`src/hdl/tdr_pkg.sv`:
```
`default_nettype none

package tdr_pkg;

    // Number of latency pipelines
    localparam int unsigned num_opgroups = 3;

    // Payload word
    typedef logic [15:0] data_t;

    // Opgroup code, one code per pipeline
    typedef logic [1:0] op_t;

    // Retry id, the id space must exceed the copies in flight
    typedef logic [4:0] id_t;

    // Entries in the retry table
    localparam int unsigned num_ids = 2 ** $bits(id_t);

endpackage

`default_nettype wire

```
`src/hdl/opgroup_pipe.sv`:
```
`timescale 1ns/10ps
`default_nettype none

module opgroup_pipe #(
    parameter int unsigned depth = 2
) (
    input  logic           clk_i,
    input  logic           rst_i,
    input  tdr_pkg::data_t data_i,
    input  tdr_pkg::id_t   id_i,
    input  logic           valid_i,
    output logic           ready_o,
    output tdr_pkg::data_t data_o,
    output tdr_pkg::id_t   id_o,
    output logic           valid_o,
    input  logic           ready_i
);

    // Index i holds the item after i stages
    tdr_pkg::data_t pipe_data  [0:depth];
    tdr_pkg::id_t   pipe_id    [0:depth];
    logic           pipe_valid [0:depth];
    logic           pipe_ready [0:depth];

    assign pipe_data[0] = data_i;
    assign pipe_id[0] = id_i;
    assign pipe_valid[0] = valid_i;
    assign ready_o = pipe_ready[0];

    for (genvar i = 0; i < depth; i++) begin : gen_stage
        // Advance into a free stage or over a bubble
        assign pipe_ready[i] = pipe_ready[i+1] | ~pipe_valid[i+1];

        always_ff @(posedge clk_i) begin
            if (rst_i) begin
                pipe_valid[i+1] <= 1'b0;
            end else if (pipe_ready[i]) begin
                pipe_valid[i+1] <= pipe_valid[i];
            end
        end

        always_ff @(posedge clk_i) begin
            if (pipe_ready[i] && pipe_valid[i]) begin
                pipe_data[i+1] <= pipe_data[i];
                pipe_id[i+1] <= pipe_id[i];
            end
        end
    end

    assign pipe_ready[depth] = ready_i;
    assign data_o = pipe_data[depth];
    assign id_o = pipe_id[depth];
    assign valid_o = pipe_valid[depth];

endmodule

`default_nettype wire

```
`src/hdl/retry_end.sv`:
```
`timescale 1ns/10ps
`default_nettype none

module retry_end (
    input  logic           clk_i,
    input  logic           rst_i,
    input  tdr_pkg::op_t   operation_i,
    input  tdr_pkg::data_t data_i,
    input  tdr_pkg::id_t   id_i,
    input  logic           faulty_i,
    input  logic           valid_i,
    output logic           ready_o,
    output tdr_pkg::op_t   operation_o,
    output tdr_pkg::data_t data_o,
    output logic           valid_o,
    input  logic           ready_i,
    output tdr_pkg::id_t   failed_id_o,
    output logic           failed_valid_o,
    input  logic           failed_ready_i
);

    // Good items leave, faulty ones go back by id
    assign operation_o = operation_i;
    assign data_o = data_i;
    assign valid_o = valid_i & ~faulty_i;

    assign failed_id_o = id_i;
    assign failed_valid_o = valid_i & faulty_i;

    assign ready_o = faulty_i ? failed_ready_i : ready_i;

    a_one_side_only: assert property (
        @(posedge clk_i) disable iff (rst_i) !(failed_valid_o && valid_o)
    );

endmodule

`default_nettype wire

```
`src/hdl/retry_start.sv`:
```
`timescale 1ns/10ps
`default_nettype none

module retry_start (
    input  logic           clk_i,
    input  logic           rst_i,
    input  tdr_pkg::op_t   operation_i,
    input  tdr_pkg::data_t data_i,
    input  logic           valid_i,
    output logic           ready_o,
    output tdr_pkg::op_t   operation_o,
    output tdr_pkg::data_t data_o,
    output tdr_pkg::id_t   id_o,
    output logic           valid_o,
    input  logic           ready_i,
    input  tdr_pkg::id_t   failed_id_i,
    input  logic           failed_valid_i,
    output logic           failed_ready_o
);

    // Copy of every issued item, indexed by id
    tdr_pkg::op_t   op_mem   [tdr_pkg::num_ids];
    tdr_pkg::data_t data_mem [tdr_pkg::num_ids];

    logic [tdr_pkg::num_ids-1:0] written_q;
    tdr_pkg::id_t                next_id_q;

    // One failed id waiting for re-issue
    logic         retry_valid_q;
    tdr_pkg::id_t retry_id_q;

    logic new_xfer;
    logic retry_xfer;
    logic failed_xfer;

    // Pending retry goes out ahead of new input
    assign operation_o = retry_valid_q ? op_mem[retry_id_q] : operation_i;
    assign data_o = retry_valid_q ? data_mem[retry_id_q] : data_i;
    assign id_o = retry_valid_q ? retry_id_q : next_id_q;
    assign valid_o = retry_valid_q | valid_i;
    assign ready_o = ready_i & ~retry_valid_q;

    // Slot frees up in the cycle its retry is taken
    assign failed_ready_o = ~retry_valid_q | ready_i;

    assign new_xfer = valid_i & ready_o;
    assign retry_xfer = retry_valid_q & ready_i;
    assign failed_xfer = failed_valid_i & failed_ready_o;

    always_ff @(posedge clk_i) begin
        if (rst_i) begin
            next_id_q <= '0;
            written_q <= '0;
            retry_valid_q <= 1'b0;
        end else begin
            if (new_xfer) begin
                next_id_q <= next_id_q + 1'b1;
                written_q[next_id_q] <= 1'b1;
            end
            if (failed_xfer) begin
                retry_valid_q <= 1'b1;
            end else if (retry_xfer) begin
                retry_valid_q <= 1'b0;
            end
        end
    end

    always_ff @(posedge clk_i) begin
        if (new_xfer) begin
            op_mem[next_id_q] <= operation_i;
            data_mem[next_id_q] <= data_i;
        end
        if (failed_xfer) begin
            retry_id_q <= failed_id_i;
        end
    end

    // Ids coming back from the exit were handed out here
    a_failed_id_known: assert property (
        @(posedge clk_i) disable iff (rst_i) failed_valid_i |-> written_q[failed_id_i]
    );

endmodule

`default_nettype wire

```
`src/hdl/rr_arb_lock.sv`:
```
`timescale 1ns/10ps
`default_nettype none

module rr_arb_lock (
    input  logic                             clk_i,
    input  logic                             rst_i,
    input  logic                             lock_i,
    input  logic [tdr_pkg::num_opgroups-1:0] valid_i,
    output logic [tdr_pkg::num_opgroups-1:0] ready_o,
    input  tdr_pkg::data_t                   data0_i,
    input  tdr_pkg::data_t                   data1_i,
    input  tdr_pkg::data_t                   data2_i,
    input  tdr_pkg::id_t                     id0_i,
    input  tdr_pkg::id_t                     id1_i,
    input  tdr_pkg::id_t                     id2_i,
    output logic                             valid_o,
    input  logic                             ready_i,
    output tdr_pkg::data_t                   data_o,
    output tdr_pkg::id_t                     id_o,
    output tdr_pkg::op_t                     operation_o
);

    tdr_pkg::data_t data_in [tdr_pkg::num_opgroups];
    tdr_pkg::id_t   id_in   [tdr_pkg::num_opgroups];

    // Highest priority index and the index granted last
    tdr_pkg::op_t ptr_q;
    tdr_pkg::op_t last_q;
    tdr_pkg::op_t sel;

    assign data_in[0] = data0_i;
    assign data_in[1] = data1_i;
    assign data_in[2] = data2_i;
    assign id_in[0] = id0_i;
    assign id_in[1] = id1_i;
    assign id_in[2] = id2_i;

    always_comb begin
        int unsigned idx;
        logic        found;
        sel = ptr_q;
        found = 1'b0;
        // First valid input at or after the pointer
        for (int unsigned k = 0; k < tdr_pkg::num_opgroups; k++) begin
            idx = (ptr_q + k) % tdr_pkg::num_opgroups;
            if (!found && valid_i[idx]) begin
                sel = tdr_pkg::op_t'(idx);
                found = 1'b1;
            end
        end
        // Locked grant stays with the last winner
        if (lock_i) begin
            sel = last_q;
        end
    end

    assign valid_o = valid_i[sel];
    assign data_o = data_in[sel];
    assign id_o = id_in[sel];
    assign operation_o = sel;

    always_comb begin
        ready_o = '0;
        ready_o[sel] = ready_i;
    end

    always_ff @(posedge clk_i) begin
        if (rst_i) begin
            ptr_q <= '0;
            last_q <= '0;
        end else if (valid_o && ready_i) begin
            last_q <= sel;
            if (!lock_i) begin
                ptr_q <= (sel == tdr_pkg::op_t'(tdr_pkg::num_opgroups - 1)) ? '0 : sel + 1'b1;
            end
        end
    end

    a_ready_onehot: assert property (
        @(posedge clk_i) disable iff (rst_i) $onehot0(ready_o)
    );

endmodule

`default_nettype wire

```
`src/hdl/tdr_retry_top.sv`:
```
`timescale 1ns/10ps
`default_nettype none

module tdr_retry_top #(
    parameter int unsigned opgroup_depths [tdr_pkg::num_opgroups] = '{2, 3, 4},
    parameter int unsigned lock_timeout = 5
) (
    input  logic           clk_i,
    input  logic           rst_i,
    input  tdr_pkg::op_t   operation_i,
    input  tdr_pkg::data_t data_i,
    input  logic           valid_i,
    output logic           ready_o,
    input  tdr_pkg::data_t fault_data_i,
    output tdr_pkg::op_t   operation_o,
    output tdr_pkg::data_t data_o,
    output logic           valid_o,
    input  logic           ready_i
);

    // Retry start to DMR start
    tdr_pkg::op_t   rs_op;
    tdr_pkg::data_t rs_data;
    tdr_pkg::id_t   rs_id;
    logic           rs_valid, rs_ready;

    // DMR start to the pipes
    tdr_pkg::op_t   ds_op;
    tdr_pkg::data_t ds_data;
    tdr_pkg::id_t   ds_id;
    logic           ds_valid, ds_ready;

    tdr_pkg::data_t                   pipe_in_data;
    logic [tdr_pkg::num_opgroups-1:0] pipe_in_valid, pipe_in_ready;
    tdr_pkg::data_t                   po_data [tdr_pkg::num_opgroups];
    tdr_pkg::id_t                     po_id   [tdr_pkg::num_opgroups];
    logic [tdr_pkg::num_opgroups-1:0] po_valid, po_ready;

    // Arbiter to DMR end
    tdr_pkg::op_t   arb_op;
    tdr_pkg::data_t arb_data;
    tdr_pkg::id_t   arb_id;
    logic           arb_valid, arb_ready, lock;

    // DMR end to retry end, plus the retry link
    tdr_pkg::op_t   de_op;
    tdr_pkg::data_t de_data;
    tdr_pkg::id_t   de_id, failed_id;
    logic           de_faulty, de_valid, de_ready;
    logic           failed_valid, failed_ready;

    retry_start i_retry_start (
        .clk_i(clk_i), .rst_i(rst_i),
        .operation_i(operation_i), .data_i(data_i), .valid_i(valid_i), .ready_o(ready_o),
        .operation_o(rs_op), .data_o(rs_data), .id_o(rs_id),
        .valid_o(rs_valid), .ready_i(rs_ready),
        .failed_id_i(failed_id), .failed_valid_i(failed_valid), .failed_ready_o(failed_ready)
    );

    time_dmr_start i_time_dmr_start (
        .clk_i(clk_i), .rst_i(rst_i),
        .operation_i(rs_op), .data_i(rs_data), .id_i(rs_id),
        .valid_i(rs_valid), .ready_o(rs_ready),
        .operation_o(ds_op), .data_o(ds_data), .id_o(ds_id),
        .valid_o(ds_valid), .ready_i(ds_ready)
    );

    // Fault injection on the data entering the pipes
    assign pipe_in_data = ds_data ^ fault_data_i;
    assign ds_ready = pipe_in_ready[ds_op];

    for (genvar g = 0; g < tdr_pkg::num_opgroups; g++) begin : gen_opgroup
        assign pipe_in_valid[g] = ds_valid && (ds_op == tdr_pkg::op_t'(g));

        opgroup_pipe #(
            .depth(opgroup_depths[g])
        ) i_opgroup_pipe (
            .clk_i(clk_i), .rst_i(rst_i),
            .data_i(pipe_in_data), .id_i(ds_id),
            .valid_i(pipe_in_valid[g]), .ready_o(pipe_in_ready[g]),
            .data_o(po_data[g]), .id_o(po_id[g]),
            .valid_o(po_valid[g]), .ready_i(po_ready[g])
        );
    end

    rr_arb_lock i_rr_arb_lock (
        .clk_i(clk_i), .rst_i(rst_i), .lock_i(lock),
        .valid_i(po_valid), .ready_o(po_ready),
        .data0_i(po_data[0]), .data1_i(po_data[1]), .data2_i(po_data[2]),
        .id0_i(po_id[0]), .id1_i(po_id[1]), .id2_i(po_id[2]),
        .valid_o(arb_valid), .ready_i(arb_ready),
        .data_o(arb_data), .id_o(arb_id), .operation_o(arb_op)
    );

    time_dmr_end #(
        .lock_timeout(lock_timeout)
    ) i_time_dmr_end (
        .clk_i(clk_i), .rst_i(rst_i),
        .operation_i(arb_op), .data_i(arb_data), .id_i(arb_id),
        .valid_i(arb_valid), .ready_o(arb_ready),
        .operation_o(de_op), .data_o(de_data), .id_o(de_id), .faulty_o(de_faulty),
        .valid_o(de_valid), .ready_i(de_ready), .lock_o(lock)
    );

    retry_end i_retry_end (
        .clk_i(clk_i), .rst_i(rst_i),
        .operation_i(de_op), .data_i(de_data), .id_i(de_id), .faulty_i(de_faulty),
        .valid_i(de_valid), .ready_o(de_ready),
        .operation_o(operation_o), .data_o(data_o), .valid_o(valid_o), .ready_i(ready_i),
        .failed_id_o(failed_id), .failed_valid_o(failed_valid), .failed_ready_i(failed_ready)
    );

    // Issued codes, retries included, select an existing pipe
    a_op_in_range: assert property (
        @(posedge clk_i) disable iff (rst_i) ds_valid |-> ds_op < tdr_pkg::num_opgroups
    );

endmodule

`default_nettype wire

```
`src/hdl/time_dmr_end.sv`:
```
`timescale 1ns/10ps
`default_nettype none

module time_dmr_end #(
    parameter int unsigned lock_timeout = 5
) (
    input  logic           clk_i,
    input  logic           rst_i,
    input  tdr_pkg::op_t   operation_i,
    input  tdr_pkg::data_t data_i,
    input  tdr_pkg::id_t   id_i,
    input  logic           valid_i,
    output logic           ready_o,
    output tdr_pkg::op_t   operation_o,
    output tdr_pkg::data_t data_o,
    output tdr_pkg::id_t   id_o,
    output logic           faulty_o,
    output logic           valid_o,
    input  logic           ready_i,
    output logic           lock_o
);

    typedef enum logic {
        st_first,
        st_second
    } state_t;

    localparam int unsigned cnt_width = $clog2(lock_timeout + 1);

    state_t               state_q;
    logic [cnt_width-1:0] cnt_q;
    logic                 timed_out;

    // First copy, kept until its partner shows up
    tdr_pkg::op_t   op_q;
    tdr_pkg::data_t data_q;
    tdr_pkg::id_t   id_q;

    assign timed_out = (state_q == st_second) && (cnt_q == cnt_width'(lock_timeout));

    // Hold the arbiter on this opgroup while the partner is awaited
    assign lock_o = (state_q == st_second) && !timed_out;

    assign operation_o = op_q;
    assign data_o = data_q;
    assign id_o = id_q;

    always_comb begin
        ready_o = 1'b1;
        valid_o = 1'b0;
        faulty_o = 1'b0;
        case (state_q)
            st_first: begin
                // Absorb the first copy silently
                ready_o = 1'b1;
            end
            st_second: begin
                if (timed_out) begin
                    ready_o = 1'b0;
                    valid_o = 1'b1;
                    faulty_o = 1'b1;
                end else begin
                    ready_o = ready_i;
                    valid_o = valid_i;
                    faulty_o = (data_i != data_q) || (id_i != id_q);
                end
            end
            default: begin
                ready_o = 1'b0;
            end
        endcase
    end

    always_ff @(posedge clk_i) begin
        if (rst_i) begin
            state_q <= st_first;
            cnt_q <= '0;
        end else begin
            case (state_q)
                st_first: begin
                    if (valid_i) begin
                        state_q <= st_second;
                        cnt_q <= '0;
                    end
                end
                st_second: begin
                    if (valid_o && ready_i) begin
                        state_q <= st_first;
                    end else if (!valid_i && !timed_out) begin
                        cnt_q <= cnt_q + 1'b1;
                    end
                end
                default: begin
                    state_q <= st_first;
                end
            endcase
        end
    end

    always_ff @(posedge clk_i) begin
        if (state_q == st_first && valid_i) begin
            op_q <= operation_i;
            data_q <= data_i;
            id_q <= id_i;
        end
    end

    a_cnt_bounded: assert property (
        @(posedge clk_i) disable iff (rst_i) cnt_q <= cnt_width'(lock_timeout)
    );

endmodule

`default_nettype wire

```
`src/hdl/time_dmr_start.sv`:
```
`timescale 1ns/10ps
`default_nettype none

module time_dmr_start (
    input  logic           clk_i,
    input  logic           rst_i,
    input  tdr_pkg::op_t   operation_i,
    input  tdr_pkg::data_t data_i,
    input  tdr_pkg::id_t   id_i,
    input  logic           valid_i,
    output logic           ready_o,
    output tdr_pkg::op_t   operation_o,
    output tdr_pkg::data_t data_o,
    output tdr_pkg::id_t   id_o,
    output logic           valid_o,
    input  logic           ready_i
);

    logic valid_q;
    // Low while copy 0 waits, high for copy 1
    logic copy_q;

    tdr_pkg::op_t   op_q;
    tdr_pkg::data_t data_q;
    tdr_pkg::id_t   id_q;

    // Next item only after both copies are gone
    assign ready_o = ~valid_q;
    assign valid_o = valid_q;
    assign operation_o = op_q;
    assign data_o = data_q;
    assign id_o = id_q;

    always_ff @(posedge clk_i) begin
        if (rst_i) begin
            valid_q <= 1'b0;
            copy_q <= 1'b0;
        end else if (valid_i && ready_o) begin
            valid_q <= 1'b1;
            copy_q <= 1'b0;
        end else if (valid_q && ready_i) begin
            valid_q <= ~copy_q;
            copy_q <= ~copy_q;
        end
    end

    always_ff @(posedge clk_i) begin
        if (valid_i && ready_o) begin
            op_q <= operation_i;
            data_q <= data_i;
            id_q <= id_i;
        end
    end

    a_hold_until_taken: assert property (
        @(posedge clk_i) disable iff (rst_i)
        valid_o && !ready_i |=> valid_o && $stable(data_o) && $stable(id_o)
    );

endmodule

`default_nettype wire
```
`config.mk`:
```
export PLATFORM = sky130hd
export DESIGN_NAME = tdr_retry_top
export DESIGN_NICKNAME = d
export VERILOG_FILES = /design/src/hdl/tdr_pkg.sv /design/src/hdl/opgroup_pipe.sv /design/src/hdl/retry_end.sv /design/src/hdl/retry_start.sv /design/src/hdl/rr_arb_lock.sv /design/src/hdl/tdr_retry_top.sv /design/src/hdl/time_dmr_end.sv /design/src/hdl/time_dmr_start.sv
export SDC_FILE = /design/constraint.sdc
export NUM_CORES = 1
export LEC_CHECK = 0
export BUFFER_PORTS_ARGS = -buffer_cell sky130_fd_sc_hd__buf_2
export CAP_MARGIN = 20
export CELL_PAD_IN_SITES_DETAIL_PLACEMENT = 1
export CELL_PAD_IN_SITES_GLOBAL_PLACEMENT = 1
export CORE_UTILIZATION = 54
export CTS_BUF_LIST = sky130_fd_sc_hd__clkbuf_4 sky130_fd_sc_hd__clkbuf_8 sky130_fd_sc_hd__clkbuf_16
export CTS_CLUSTER_SIZE = 20
export DETAILED_ROUTE_END_ITERATION = 16
export PLACE_DENSITY_LB_ADDON = 0.1
export SLEW_MARGIN = 15
export SYNTH_ARGS = -nofsm -noshare
export SYNTH_HDL_FRONTEND = slang
export SYNTH_HIERARCHICAL = 1
export SYNTH_SLANG_ARGS = --single-unit
```
`constraint.sdc`:
```
create_clock -name clk_i -period 16.04 [get_ports clk_i]
set_input_delay 1.604 -clock clk_i [delete_from_list [all_inputs] [get_ports clk_i]]
set_output_delay 1.604 -clock clk_i [all_outputs]
set_load 0.1 [all_outputs]
```
==> results of run 1 <==
-- cell usage after synthesis, drive strengths merged (2+ instances only) --
cell	count	area (um2)
inv	23	86.33
buf	137	1041
o21ai	30	150.1
a21boi	3	26.28
edfxtp	816	24500
xnor2	3	26.28
o22ai	2	12.51
o21a	3	22.52
nand4	4	25.02
a211oi	2	20.02
nand3b	11	95.09
nand2b	10	62.56
or2	4	25.02
or3b	2	17.52
a21o	2	15.01
nor3	2	10.01
ha	10	125.1
nand3	3	15.01
nand2	45	168.9
xor2	38	332.8
a22oi	146	1096
nor2	50	187.7
mux2	29	334.1
and2	13	90.09
o31ai	2	20.02
clkbuf	39	166.4
nor4	23	165.2
and2b	2	17.52
nand4b	2	23.77
a21oi	89	449.2
and3b	2	20.02
dfxtp	30	600.6
nor2b	7	43.79
a311oi	3	26.28
nor3b	2	15.01
mux2i	313	3133
-- critical path, stage by stage, from the launching register on --
cell and delay, ps:
sky130_fd_sc_hd__dfxtp_1 410, sky130_fd_sc_hd__inv_1 110, sky130_fd_sc_hd__ha_1 480, sky130_fd_sc_hd__nand3b_1 170, sky130_fd_sc_hd__o21a_1 180, sky130_fd_sc_hd__a311oi_1 340
sky130_fd_sc_hd__a22o_1 180, sky130_fd_sc_hd__buf_4 260, sky130_fd_sc_hd__and2_1 650, sky130_fd_sc_hd__nand2_1 110, sky130_fd_sc_hd__o21ai_0 160, sky130_fd_sc_hd__xor2_1 110
sky130_fd_sc_hd__nor4_1 560, sky130_fd_sc_hd__nand3_1 140, sky130_fd_sc_hd__o21a_1 250, sky130_fd_sc_hd__and2b_2 240, sky130_fd_sc_hd__buf_2 420
-- layout make-up --
type,instances,area [um2]
Inverter,23,86.33
Timing Repair Buffer,100,620.6
Fill cell,5285,23980
Clock buffer,113,2409
Clock inverter,43,447.9
Tap cell,782,978.4
Sequential cell,846,25110
Multi-Input combinational cell,875,7069
-- final timing paths --
check,end,cells after the start
worst max-delay path,valid_o,16
worst min-delay path,gen_opgroup[2].i_opgroup_pipe/data_o[14]$_DFFE_PP_,0
worst max register to register,gen_opgroup[1].i_opgroup_pipe/pipe_data[46]$_DFFE_PP_,22
worst min register to register,gen_opgroup[2].i_opgroup_pipe/data_o[14]$_DFFE_PP_,0
-- metal layers --
layer  routed length, um  global-route usage  vias up
met5                   0                   0        -
met4                1828             0.07064        0
met3                3429             0.04074      104
met2               39440              0.4325      420
met1               32030              0.3169     8664
li1                    -                   -     7434
-- logic make-up (layout without fill, tap and decap cells) --
kind of cell,after synthesis,count (layout),share of synthesized area
flip-flops,846,846,0.7528
AND/OR/NAND/NOR,188,188,0.03092
adder cells (fa/ha/maj),10,10,0.003752
multiplexers,342,342,0.1040
buffers and inverters,199,279,0.03880
AO/OA/AOI/OAI,294,294,0.05895
XOR/XNOR,41,41,0.01077
-- flip-flops by register name (all words and copies together) (netlist names), 6 cells and up, named ones only --
| register | count |
|---|---|
| i_retry_start/data_mem | 512 |
| gen_opgroup.i_opgroup_pipe/pipe_data | 96 |
| i_retry_start/op_mem | 64 |
| gen_opgroup.i_opgroup_pipe/data_o | 48 |
| gen_opgroup.i_opgroup_pipe/pipe_id | 30 |
| i_time_dmr_end/data_o | 16 |
| i_time_dmr_start/data_o | 16 |
| gen_opgroup.i_opgroup_pipe/id_o | 15 |
| gen_opgroup.i_opgroup_pipe/pipe_valid | 6 |
-- through the flow --
stage | hold WS [ps] | setup slack [ps] | total power (W)
6_report | 416.4 | 9039 | 0.004549
5_1_grt | 414.9 | 8620 | 0.004659
4_1_cts | 411.9 | 8906 | 0.004588
3_5_place_dp | 405.6 | 9354 | 0.002590
3_3_place_gp | 402.2 | 9722 | 0.002584
2_1_floorplan | 400.3 | 10810 | 0.002540
-- power by group --
| part | leakage (nW) | internal (W) | total (W) | switching, W |
|---|---|---|---|---|
| logic | 3.47 | 0.0000204 | 0.0000884 | 0.0000681 |
| registers | 7.62 | 0.00244 | 0.00245 | 0.0000100 |
| clock network | 1.43 | 0.00120 | 0.00201 | 0.000806 |
| total | 12.5 | 0.00367 | 0.00455 | 0.000884 |
==> results.txt, run 1 <==
Run status: finished, final reports clean
Critical setup path kind: flop to output port
Remaining antenna violation count after routing: 0
Actual transition at the worst max-transition pin: 1117 ps
Element type at the critical path end: output port
Clock tree from TritonCTS: built
TritonCTS Sinks: 846
Worst Path Required: 14,440 ps
Reg-to-reg setup timing slack: 9460 ps
Max-cap violations: 0
Setup-failing EPs final: 0
Post-layout util: 0.6050
Pin count of the biggest net entering global routing: 123
Antenna violations before repair: 0
Final Critical Period: 7001 ps
Async set-reset flop share out of synthesis: 0
Sort of element at the start of the critical path: flop
Final number of max-transition violations: 0
Clk slew on worst S/H paths: 60 ps
Placed instance count: 2,626
Chip height: 250.5 um
Max-slew headroom: 0.2555
Yosys Warn Count: 6
Prevailing post-synth register cell: sky130_fd_sc_hd__edfxtp_1
Final clock skew: 22.36 ps
Setup fix buffers added after clock tree synthesis: 0
First drt pass iteration count: 5
Peak clock frequency supported by timing: 142.8 MHz
Vias after detailed routing: 16,622
DRC violations left: 0
Leakage: 12.52 nW
Detail Placement HPWL: 45,860 um
Biggest fanout along the worst timing path: 30
Hold crit path type: flop to flop
I/O pin count: 58
Post-Syn Instances: 1,920
Final antenna diode count: 0
Most frequent cells in the layout: sky130_fd_sc_hd__edfxtp_1 (816), sky130_fd_sc_hd__mux2i_1 (313), sky130_fd_sc_hd__a22oi_1 (146)
Worst EP arrival: 5400 ps
Final std cells w/o fill: 2,782
Total number of H-tree levels: 3
Die area: 62,750 um2
Count of final hold-check violations: 0
Worst setup startpoint: i_rr_arb_lock/ptr_q[0]$_SDFFE_PP0P_
Layout cells sized above 1: 0.1640
Maximum vdd ir drop: 0.1079 mV
Number of buffer cells added on primary ports: 57
Die boundary width: 250.5 um
Weighted congestion reported at the end of routability-driven placement: 0.7857
Startpoint of the worst-slack reg-to-reg timing path: i_rr_arb_lock/ptr_q[0]$_SDFFE_PP0P_
Cell area after placement: 33,860 um2
Wire length of the first global-routing pass: 113,500 um
Overall overflow remaining after global route: 0
Register bit count reported by yosys: 846
Cell area after synthesis: 33,350 um2
Area of the core region: 60,700 um2
Bufs on Longest Clock Path: 3
Wire length after detailed routing: 76,730 um
Count of hold-fix buffers inserted at cts: 0
Areal power density over the cells: 123.9 nW/um2
Syn_nets: 1,968
Starting Density: 0.5494
Clock insertion delay at the later pin of the skew report: 640 ps
Average wire per standard cell: 27.58 um
Most common library cell in the layout ignoring fill and taps: sky130_fd_sc_hd__edfxtp_1
Share of the cycle needed by the critical path after routing: 0.4365
Total routing usage reported by global routing: 0.2467
Net count, final: 1,980
Violation count after the first detailed-routing iteration: 1,441
FP Rows: 90
Number of synthesized flops with an enable pin: 816
CTS buffer count: 86
Part of the Yosys area used for sequential elements: 0.7528
Syn-to-layout area delta: 10.12%
Post-cts sizing count: 0
Setup repair after global routing missed its margin: no
Fin Setup TNS: 0 ps
Post-synthesis area per instance: 17.37 um2
Cell at the root of the clock tree: sky130_fd_sc_hd__clkbuf_16
Unique cell type count in the Yosys netlist: 75
Via count of the first global-routing pass: 17,560
Source of the worst hold timing path: gen_opgroup[2].i_opgroup_pipe/pipe_data[30]$_DFFE_PP_
Post-detailed-route via-to-cell ratio: 5.975
Summed area of non-filler cells in the final layout: 36,720 um2
Note: power is estimated with default switching activity, not from simulation.
==> run 2, diff against run 1 <==
--- a/config.mk
+++ b/config.mk
@@ -9,7 +9,7 @@
 export CAP_MARGIN = 20
 export CELL_PAD_IN_SITES_DETAIL_PLACEMENT = 1
 export CELL_PAD_IN_SITES_GLOBAL_PLACEMENT = 1
-export CORE_UTILIZATION = 54
+export CORE_UTILIZATION = 49
 export CTS_BUF_LIST = sky130_fd_sc_hd__clkbuf_4 sky130_fd_sc_hd__clkbuf_8 sky130_fd_sc_hd__clkbuf_16
 export CTS_CLUSTER_SIZE = 20
 export DETAILED_ROUTE_END_ITERATION = 16
==> constraint.sdc (replaced) <==
create_clock -name clk_i -period 6.1 [get_ports clk_i]
set_input_delay 0.61 -clock clk_i [delete_from_list [all_inputs] [get_ports clk_i]]
set_output_delay 0.61 -clock clk_i [all_outputs]
set_load 0.1 [all_outputs]
==> results.txt, run 2 (synthesized netlist as in run 1, its figures left out) <==
Average wire per standard cell: 26.35 um (-4.4%)
Remaining antenna violation count after routing: 0 (unchanged)
Worst EP arrival: 5980 ps (+580 ps)
Wire length of the first global-routing pass: 112,200 um (-1.1%)
Post-layout util: 0.5503 (-0.05464)
Count of final hold-check violations: 0 (unchanged)
Total routing usage reported by global routing: 0.2201 (-0.02661)
Source of the worst hold timing path: fault_data_i[6]
Clock insertion delay at the later pin of the skew report: 640 ps (about the same)
Max FFs per register: 512 (unchanged)
Final number of max-transition violations: 0 (unchanged)
Net count, final: 1,986 (+0.30%)
Sort of element at the start of the critical path: flop
Crit path largest cell delay: 480 ps (-170 ps)
Vias after detailed routing: 16,512 (-0.66%)
Pin count of the biggest net entering global routing: 80 (-35%)
Final clock skew: 18.89 ps (-3.471 ps)
TritonCTS Sinks: 846 (unchanged)
Bufs on Longest Clock Path: 3 (unchanged)
Total number of H-tree levels: 3 (unchanged)
DRC violations left: 0 (unchanged)
Slowest cell on crit path: sky130_fd_sc_hd__ha_1
Setup-failing EPs final: 0 (unchanged)
Fin Setup TNS: 0 ps (unchanged)
Count of filler cells inserted in the layout: 6,059 (+15%)
Worst path bufs/invs: 4 (+1)
Layout cells sized above 1: 0.1702 (+0.006234)
I/O pin count: 58 (unchanged)
Final antenna diode count: 0 (unchanged)
Critical setup path kind: flop to flop
Cell at the root of the clock tree: sky130_fd_sc_hd__clkbuf_16
Register name with the most flops: i_retry_start/data_mem
Cell breakdown of the critical path: inv_1 > ha_1 > mux2i_1 > o211a_1 > a221o_1 > a31oi_4 > and2_1 > buf_4 > nand2_1 > o21ai_0 > xor2_1 > a2111oi_2 > nand4_1 > o21a_1 > mux2_4 > nand2_1 > nand2_1 > inv_1 > or2_2 > a21oi_1 > nand4b_2 > and2_1 > buf_4
Via count of the first global-routing pass: 17,296 (-1.5%)
Element type at the critical path end: flop
Worst reg2reg endpoint: gen_opgroup[1].i_opgroup_pipe/pipe_data[38]$_DFFE_PP_
Worst Path Required: 6400 ps (-8040 ps)
Most common library cell in the layout ignoring fill and taps: sky130_fd_sc_hd__edfxtp_1
Run status: finished, final reports clean
Count of cells along the worst register-to-register path: 23 (+4.5%)
Die boundary width: 262.9 um (+4.9%)
Setup repair after global routing missed its margin: no
First drt pass iteration count: 5 (unchanged)
Largest registers: i_retry_start/data_mem x512, gen_opgroup.i_opgroup_pipe/pipe_data x96, i_retry_start/op_mem x64
Reg-to-reg setup timing slack: 410 ps (-9050 ps)
Antenna violations before repair: 3 (+3)
Share of the cycle needed by the critical path after routing: 0.9320
Peak clock frequency supported by timing: 175.9 MHz
Actual transition at the worst max-transition pin: 1075 ps (-42.07 ps)
Startpoint of the worst-slack reg-to-reg timing path: i_rr_arb_lock/ptr_q[0]$_SDFFE_PP0P_
Number of buffer cells added on primary ports: 57 (unchanged)
Most frequent cells in the layout: sky130_fd_sc_hd__edfxtp_1 (816), sky130_fd_sc_hd__mux2i_1 (313), sky130_fd_sc_hd__a22oi_1 (146)
Count of hold-fix buffers inserted at cts: 0 (unchanged)
Clock tree from TritonCTS: built
Number of stages on the worst hold path: 2 (+2)
Overall overflow remaining after global route: 0 (unchanged)
Cell family with most CP delay: compound AO/OA/AOI/OAI gates
CTS buffer count: 87 (+1.2%)
Chip height: 262.9 um (+4.9%)
Leakage: 12.59 nW (+0.55%)
FP Rows: 95 (+5.6%)
Clk slew on worst S/H paths: 60 ps (about the same)
Biggest fanout along the worst timing path: 21 (-30%)
Hold crit path type: input pin to flop
Starting Density: 0.4956 (-0.05374)
Die area: 69,100 um2 (+10%)
Most frequent cell on the critical path: sky130_fd_sc_hd__nand2_1
Maximum vdd ir drop: 0.2718 mV (+150%)
Weighted congestion reported at the end of routability-driven placement: 0.7681 (-2.2%)
Detail Placement HPWL: 46,660 um (+1.8%)
Syn-to-layout area delta: 11.03%
Post-detailed-route via-to-cell ratio: 5.729 (-4.1%)
Max-slew headroom: 0.2835 (+0.02805)
Wire length after detailed routing: 75,950 um (-1.0%)
Hold path endpoint: gen_opgroup[0].i_opgroup_pipe/pipe_data[22]$_DFFE_PP_
Final Critical Period: 5685 ps
Areal power density over the cells: 326.8 nW/um2 (+160%)
Violation count after the first detailed-routing iteration: 1,100 (-24%)
Max-cap violations: 0 (unchanged)
Area of the core region: 67,280 um2 (+11%)
[run 2: changes by cell type in the layout (fill, tap and decap cells not counted), sizes merged]
| cell | before | now |
|---|---|---|
| buf | 100 | 105 |
| inv | 25 | 29 |
| clkbuf | 113 | 110 |
| clkinvlp | 0 | 3 |
| bufinv | 9 | 11 |
| clkinv | 32 | 30 |
[run 2: area by class of cell]
class / instances / area (um2) / share of cell area
multi-input cells: 875 / 7104 / 0.1919
flip-flops and latches: 846 / 25110 / 0.6781
well taps: 873 / 1092 / 0.02950
repair buffers: 105 / 695.7 / 0.01879
inverters: 23 / 86.33 / 0.002332
clock buffers: 110 / 2367 / 0.06394
clock inverters: 50 / 570.5 / 0.01541
[run 2: worst max-delay path by stage]
stage,depth (start not counted),to,from
floorplan,21,gen_opgroup[2].i_opgroup_pipe/pipe_data[32]$_DFFE_PP_,i_rr_arb_lock/ptr_q[0]$_SDFFE_PP0P_
global placement,23,gen_opgroup[1].i_opgroup_pipe/pipe_data[33]$_DFFE_PP_,i_rr_arb_lock/ptr_q[0]$_SDFFE_PP0P_
detailed placement,20,gen_opgroup[2].i_opgroup_pipe/pipe_data[24]$_DFFE_PP_,i_rr_arb_lock/ptr_q[0]$_SDFFE_PP0P_
CTS,20,gen_opgroup[2].i_opgroup_pipe/pipe_data[25]$_DFFE_PP_,i_rr_arb_lock/ptr_q[0]$_SDFFE_PP0P_
global route,23,gen_opgroup[1].i_opgroup_pipe/pipe_data[39]$_DFFE_PP_,i_rr_arb_lock/ptr_q[0]$_SDFFE_PP0P_
finish,23,gen_opgroup[1].i_opgroup_pipe/pipe_data[38]$_DFFE_PP_,i_rr_arb_lock/ptr_q[0]$_SDFFE_PP0P_
[run 2: stage by stage]
stage               setup WS, ps  std cells  area (um2)  hold slack (ps)  total power [W]
floorplan                  959.6       1920       33350            400.3         0.006680
global placement           612.8       2722       34080            403.6         0.006797
detailed placement         407.2       2722       34080            406.3         0.006813
CTS                        380.0       2882       37020            326.2          0.01223
global route               68.89       2882       37020            337.6          0.01243
finish                     414.8       2882       37020            368.2          0.01210
[run 2: what timing repair did]
action | in CTS | in global routing
setup buffers | 0 | 0
resized for setup | 0 | 1
endpoints found under the setup margin | 0 | 54
[run 2: metal layers]
metal / up-vias / track usage / wire length [um] / share of wire
met2: 365 / 0.3847 / 38970 / 0.51
met4: 2 / 0.06006 / 1846 / 0.024
li1: 7444 / - / - / -
met5: - / 0 / 13 / 0.00017
met1: 8587 / 0.2855 / 32110 / 0.42
met3: 114 / 0.03495 / 3007 / 0.040
[run 2: report_power, final]
part           switching [W]  internal (W)  leakage, nW
sequential         0.0000258       0.00643         7.62
combinational       0.000181     0.0000552         3.51
clock                0.00218       0.00323         1.46
==> run 3, diff against run 2 <==
--- a/config.mk
+++ b/config.mk
@@ -9,7 +9,7 @@
 export CAP_MARGIN = 20
 export CELL_PAD_IN_SITES_DETAIL_PLACEMENT = 1
 export CELL_PAD_IN_SITES_GLOBAL_PLACEMENT = 1
-export CORE_UTILIZATION = 49
+export CORE_UTILIZATION = 54
 export CTS_BUF_LIST = sky130_fd_sc_hd__clkbuf_4 sky130_fd_sc_hd__clkbuf_8 sky130_fd_sc_hd__clkbuf_16
 export CTS_CLUSTER_SIZE = 20
 export DETAILED_ROUTE_END_ITERATION = 16
==> constraint.sdc (replaced) <==
create_clock -name clk_i -period 6.4 [get_ports clk_i]
set_input_delay 0.64 -clock clk_i [delete_from_list [all_inputs] [get_ports clk_i]]
set_output_delay 0.64 -clock clk_i [all_outputs]
set_load 0.1 [all_outputs]
==> results.txt, run 3 (synthesized netlist as in run 1, its figures left out) <==
Worst Path Required: 6720 ps (+320 ps)
Post-cts sizing count: 0 (unchanged)
Net count, final: 1,989 (+0.15%)
Cell breakdown of the critical path: inv_1 > ha_1 > mux2i_1 > o211a_1 > a221o_1 > a31oi_4 > and2_1 > nand2_1 > o21ai_0 > xor2_1 > a2111oi_2 > nand4_1 > o21a_1 > mux2_4 > nand2_1 > nand2_1 > inv_1 > or2_2 > a21oi_1 > nand4b_2 > and2_1 > buf_4
Overall overflow remaining after global route: 0 (unchanged)
Run status: finished, final reports clean
Antenna violations before repair: 1 (-2)
Chip height: 250.5 um (-4.7%)
CTS buffer count: 86 (-1.1%)
Hold crit path type: input pin to flop
Number of gates on the worst path with buffers counted: 22 (-4.3%)
Wire length of the first global-routing pass: 114,000 um (+1.6%)
Max FFs per register: 512 (unchanged)
TritonCTS Sinks: 846 (unchanged)
Final antenna diode count: 0 (unchanged)
FP Rows: 90 (-5.3%)
Actual transition at the worst max-transition pin: 1067 ps (-7.749 ps)
Die area: 62,750 um2 (-9.2%)
Count of final hold-check violations: 0 (unchanged)
Biggest fanout along the worst timing path: 21 (unchanged)
Peak clock frequency supported by timing: 167.6 MHz (-4.7%)
Crit path largest cell delay: 660 ps (+180 ps)
Number of buffer cells added on primary ports: 57 (unchanged)
DRC violations left: 0 (unchanged)
Total number of H-tree levels: 3 (unchanged)
Number of stages on the worst hold path: 2 (unchanged)
Slowest cell on crit path: sky130_fd_sc_hd__and2_1
Final Critical Period: 5966 ps (+280.6 ps)
I/O pin count: 58 (unchanged)
Setup fix buffers added after clock tree synthesis: 0 (unchanged)
Most frequent cell on the critical path: sky130_fd_sc_hd__nand2_1
Most frequent cells in the layout: sky130_fd_sc_hd__edfxtp_1 (816), sky130_fd_sc_hd__mux2i_1 (313), sky130_fd_sc_hd__a22oi_1 (146)
Maximum vdd ir drop: 0.2482 mV (-8.7%)
Cell family with most CP delay: compound AO/OA/AOI/OAI gates
Bufs on Longest Clock Path: 3 (unchanged)
Count of cells along the worst register-to-register path: 22 (-4.3%)
Layer carrying the most global-route usage: met2
Clk slew on worst S/H paths: 60 ps (about the same)
Element type at the critical path end: flop
Max-cap violations: 0 (unchanged)
Reg-to-reg setup timing slack: 430 ps (+20 ps)
Average wire per standard cell: 27.62 um (+4.8%)
Final clock skew: 25.31 ps (+6.426 ps)
Setup repair after global routing missed its margin: no
Share of the cycle needed by the critical path after routing: 0.9322 (about the same)
Sort of element at the start of the critical path: flop
Met2 Track Usage GR: 0.4302 (+0.04555)
Die boundary width: 250.5 um (-4.7%)
Setup-failing EPs final: 0 (unchanged)
Pin count of the biggest net entering global routing: 84 (+5.0%)
Final number of max-transition violations: 0 (unchanged)
Post-detailed-route via-to-cell ratio: 5.989 (+4.5%)
Worst EP arrival: 6280 ps (+300 ps)
Area of the core region: 60,700 um2 (-9.8%)
Met1 track utilization from global routing: 0.3235 (+0.03795)
Weighted congestion reported at the end of routability-driven placement: 0.7597 (-1.1%)
Clock insertion delay at the later pin of the skew report: 650 ps (about the same)
Min setup slack post-route: 434.2 ps (+19.40 ps)
Areal power density over the cells: 310.3 nW/um2 (-5.0%)
Detail Placement HPWL: 47,020 um (+0.76%)
Cell at the root of the clock tree: sky130_fd_sc_hd__clkbuf_16
Fraction of power spent switching nets: 0.2020 (+0.004706)
Syn-to-layout area delta: 10.59%
Worst path bufs/invs: 3 (-1)
Switching Power: 0.002311 W (-3.2%)
Register share of total power: 0.537 (+0.004)
Worst hold-check slack: 370.6 ps (+2.381 ps)
Combinational fraction of design power: 0.020 (about the same)
Violation count after the first detailed-routing iteration: 1,319 (+20%)
Wire length after detailed routing: 77,170 um (+1.6%)
Critical setup path kind: flop to flop
Via count of the first global-routing pass: 17,919 (+3.6%)
Remaining antenna violation count after routing: 0 (unchanged)
Total routing usage reported by global routing: 0.2489 (+0.02879)
First drt pass iteration count: 5 (unchanged)
Met3 Resource Use GR: 0.03201 (-0.002945)
Starting Density: 0.5494 (+0.05374)
Register name with the most flops: i_retry_start/data_mem
Layout cells sized above 1: 0.1695 (-0.0007508)
Leakage: 12.57 nW (-0.11%)
Count of hold-fix buffers inserted at cts: 0 (unchanged)
Vias after detailed routing: 16,734 (+1.3%)
Fin Setup TNS: 0 ps (unchanged)
Most common library cell in the layout ignoring fill and taps: sky130_fd_sc_hd__edfxtp_1
Worst setup slack before clock tree synthesis: 429.3 ps (+22.10 ps)
Clock tree from TritonCTS: built
Power share of the clock group: 0.443 (-0.004)
Largest registers: i_retry_start/data_mem x512, gen_opgroup.i_opgroup_pipe/pipe_data x96, i_retry_start/op_mem x64
Max-slew headroom: 0.2887 (+0.005166)
Cell-internal power: 0.009133 W (-6.0%)
-- run 3: final timing paths --
path / from / endpoint
setup / recovery: i_rr_arb_lock/ptr_q[0]$_SDFFE_PP0P_ / gen_opgroup[1].i_opgroup_pipe/pipe_data[32]$_DFFE_PP_
hold / removal: fault_data_i[8] / gen_opgroup[1].i_opgroup_pipe/pipe_data[40]$_DFFE_PP_
setup reg to reg: i_rr_arb_lock/ptr_q[0]$_SDFFE_PP0P_ / gen_opgroup[1].i_opgroup_pipe/pipe_data[32]$_DFFE_PP_
hold reg to reg: gen_opgroup[1].i_opgroup_pipe/pipe_data[24]$_DFFE_PP_ / gen_opgroup[1].i_opgroup_pipe/data_o[8]$_DFFE_PP_
-- run 3: through the flow --
| stage | instance area, um2 | util | instances | power (W) |
|---|---|---|---|---|
| global route | 36880 | 0.6075 | 2794 | 0.01172 |
| CTS | 36880 | 0.6075 | 2794 | 0.01154 |
| finish | 36880 | 0.6075 | 2794 | 0.01144 |
| global placement | 33950 | 0.5593 | 2634 | 0.006479 |
| floorplan | 33350 | - | 1920 | 0.006366 |
| detailed placement | 33960 | 0.5595 | 2635 | 0.006495 |
-- run 3: power by group through the flow --
stage / clock (W) / combinational, W / sequential [W]
2_1_floorplan: 0 / 0.000110 / 0.00626
3_3_place_gp: 0 / 0.000216 / 0.00626
3_5_place_dp: 0 / 0.000228 / 0.00627
4_1_cts: 0.00516 / 0.000229 / 0.00615
5_1_grt: 0.00533 / 0.000244 / 0.00615
6_report: 0.00507 / 0.000226 / 0.00615
-- run 3: final cells by class --
class | instances | area, um2
Sequential cell | 846 | 25110
Fill cell | 5268 | 23820
Multi-Input combinational cell | 875 | 7072
Clock buffer | 102 | 2297
Tap cell | 782 | 978.4
Timing Repair Buffer | 109 | 716.9
Clock inverter | 57 | 616.8
Inverter | 23 | 86.33
-- run 3: per-layer routing --
layer  vias up  part of all wire
li1       7446                 -
met1      8672              0.41
met2       471              0.51
met3       143             0.045
met4         2             0.030
met5         -           0.00013
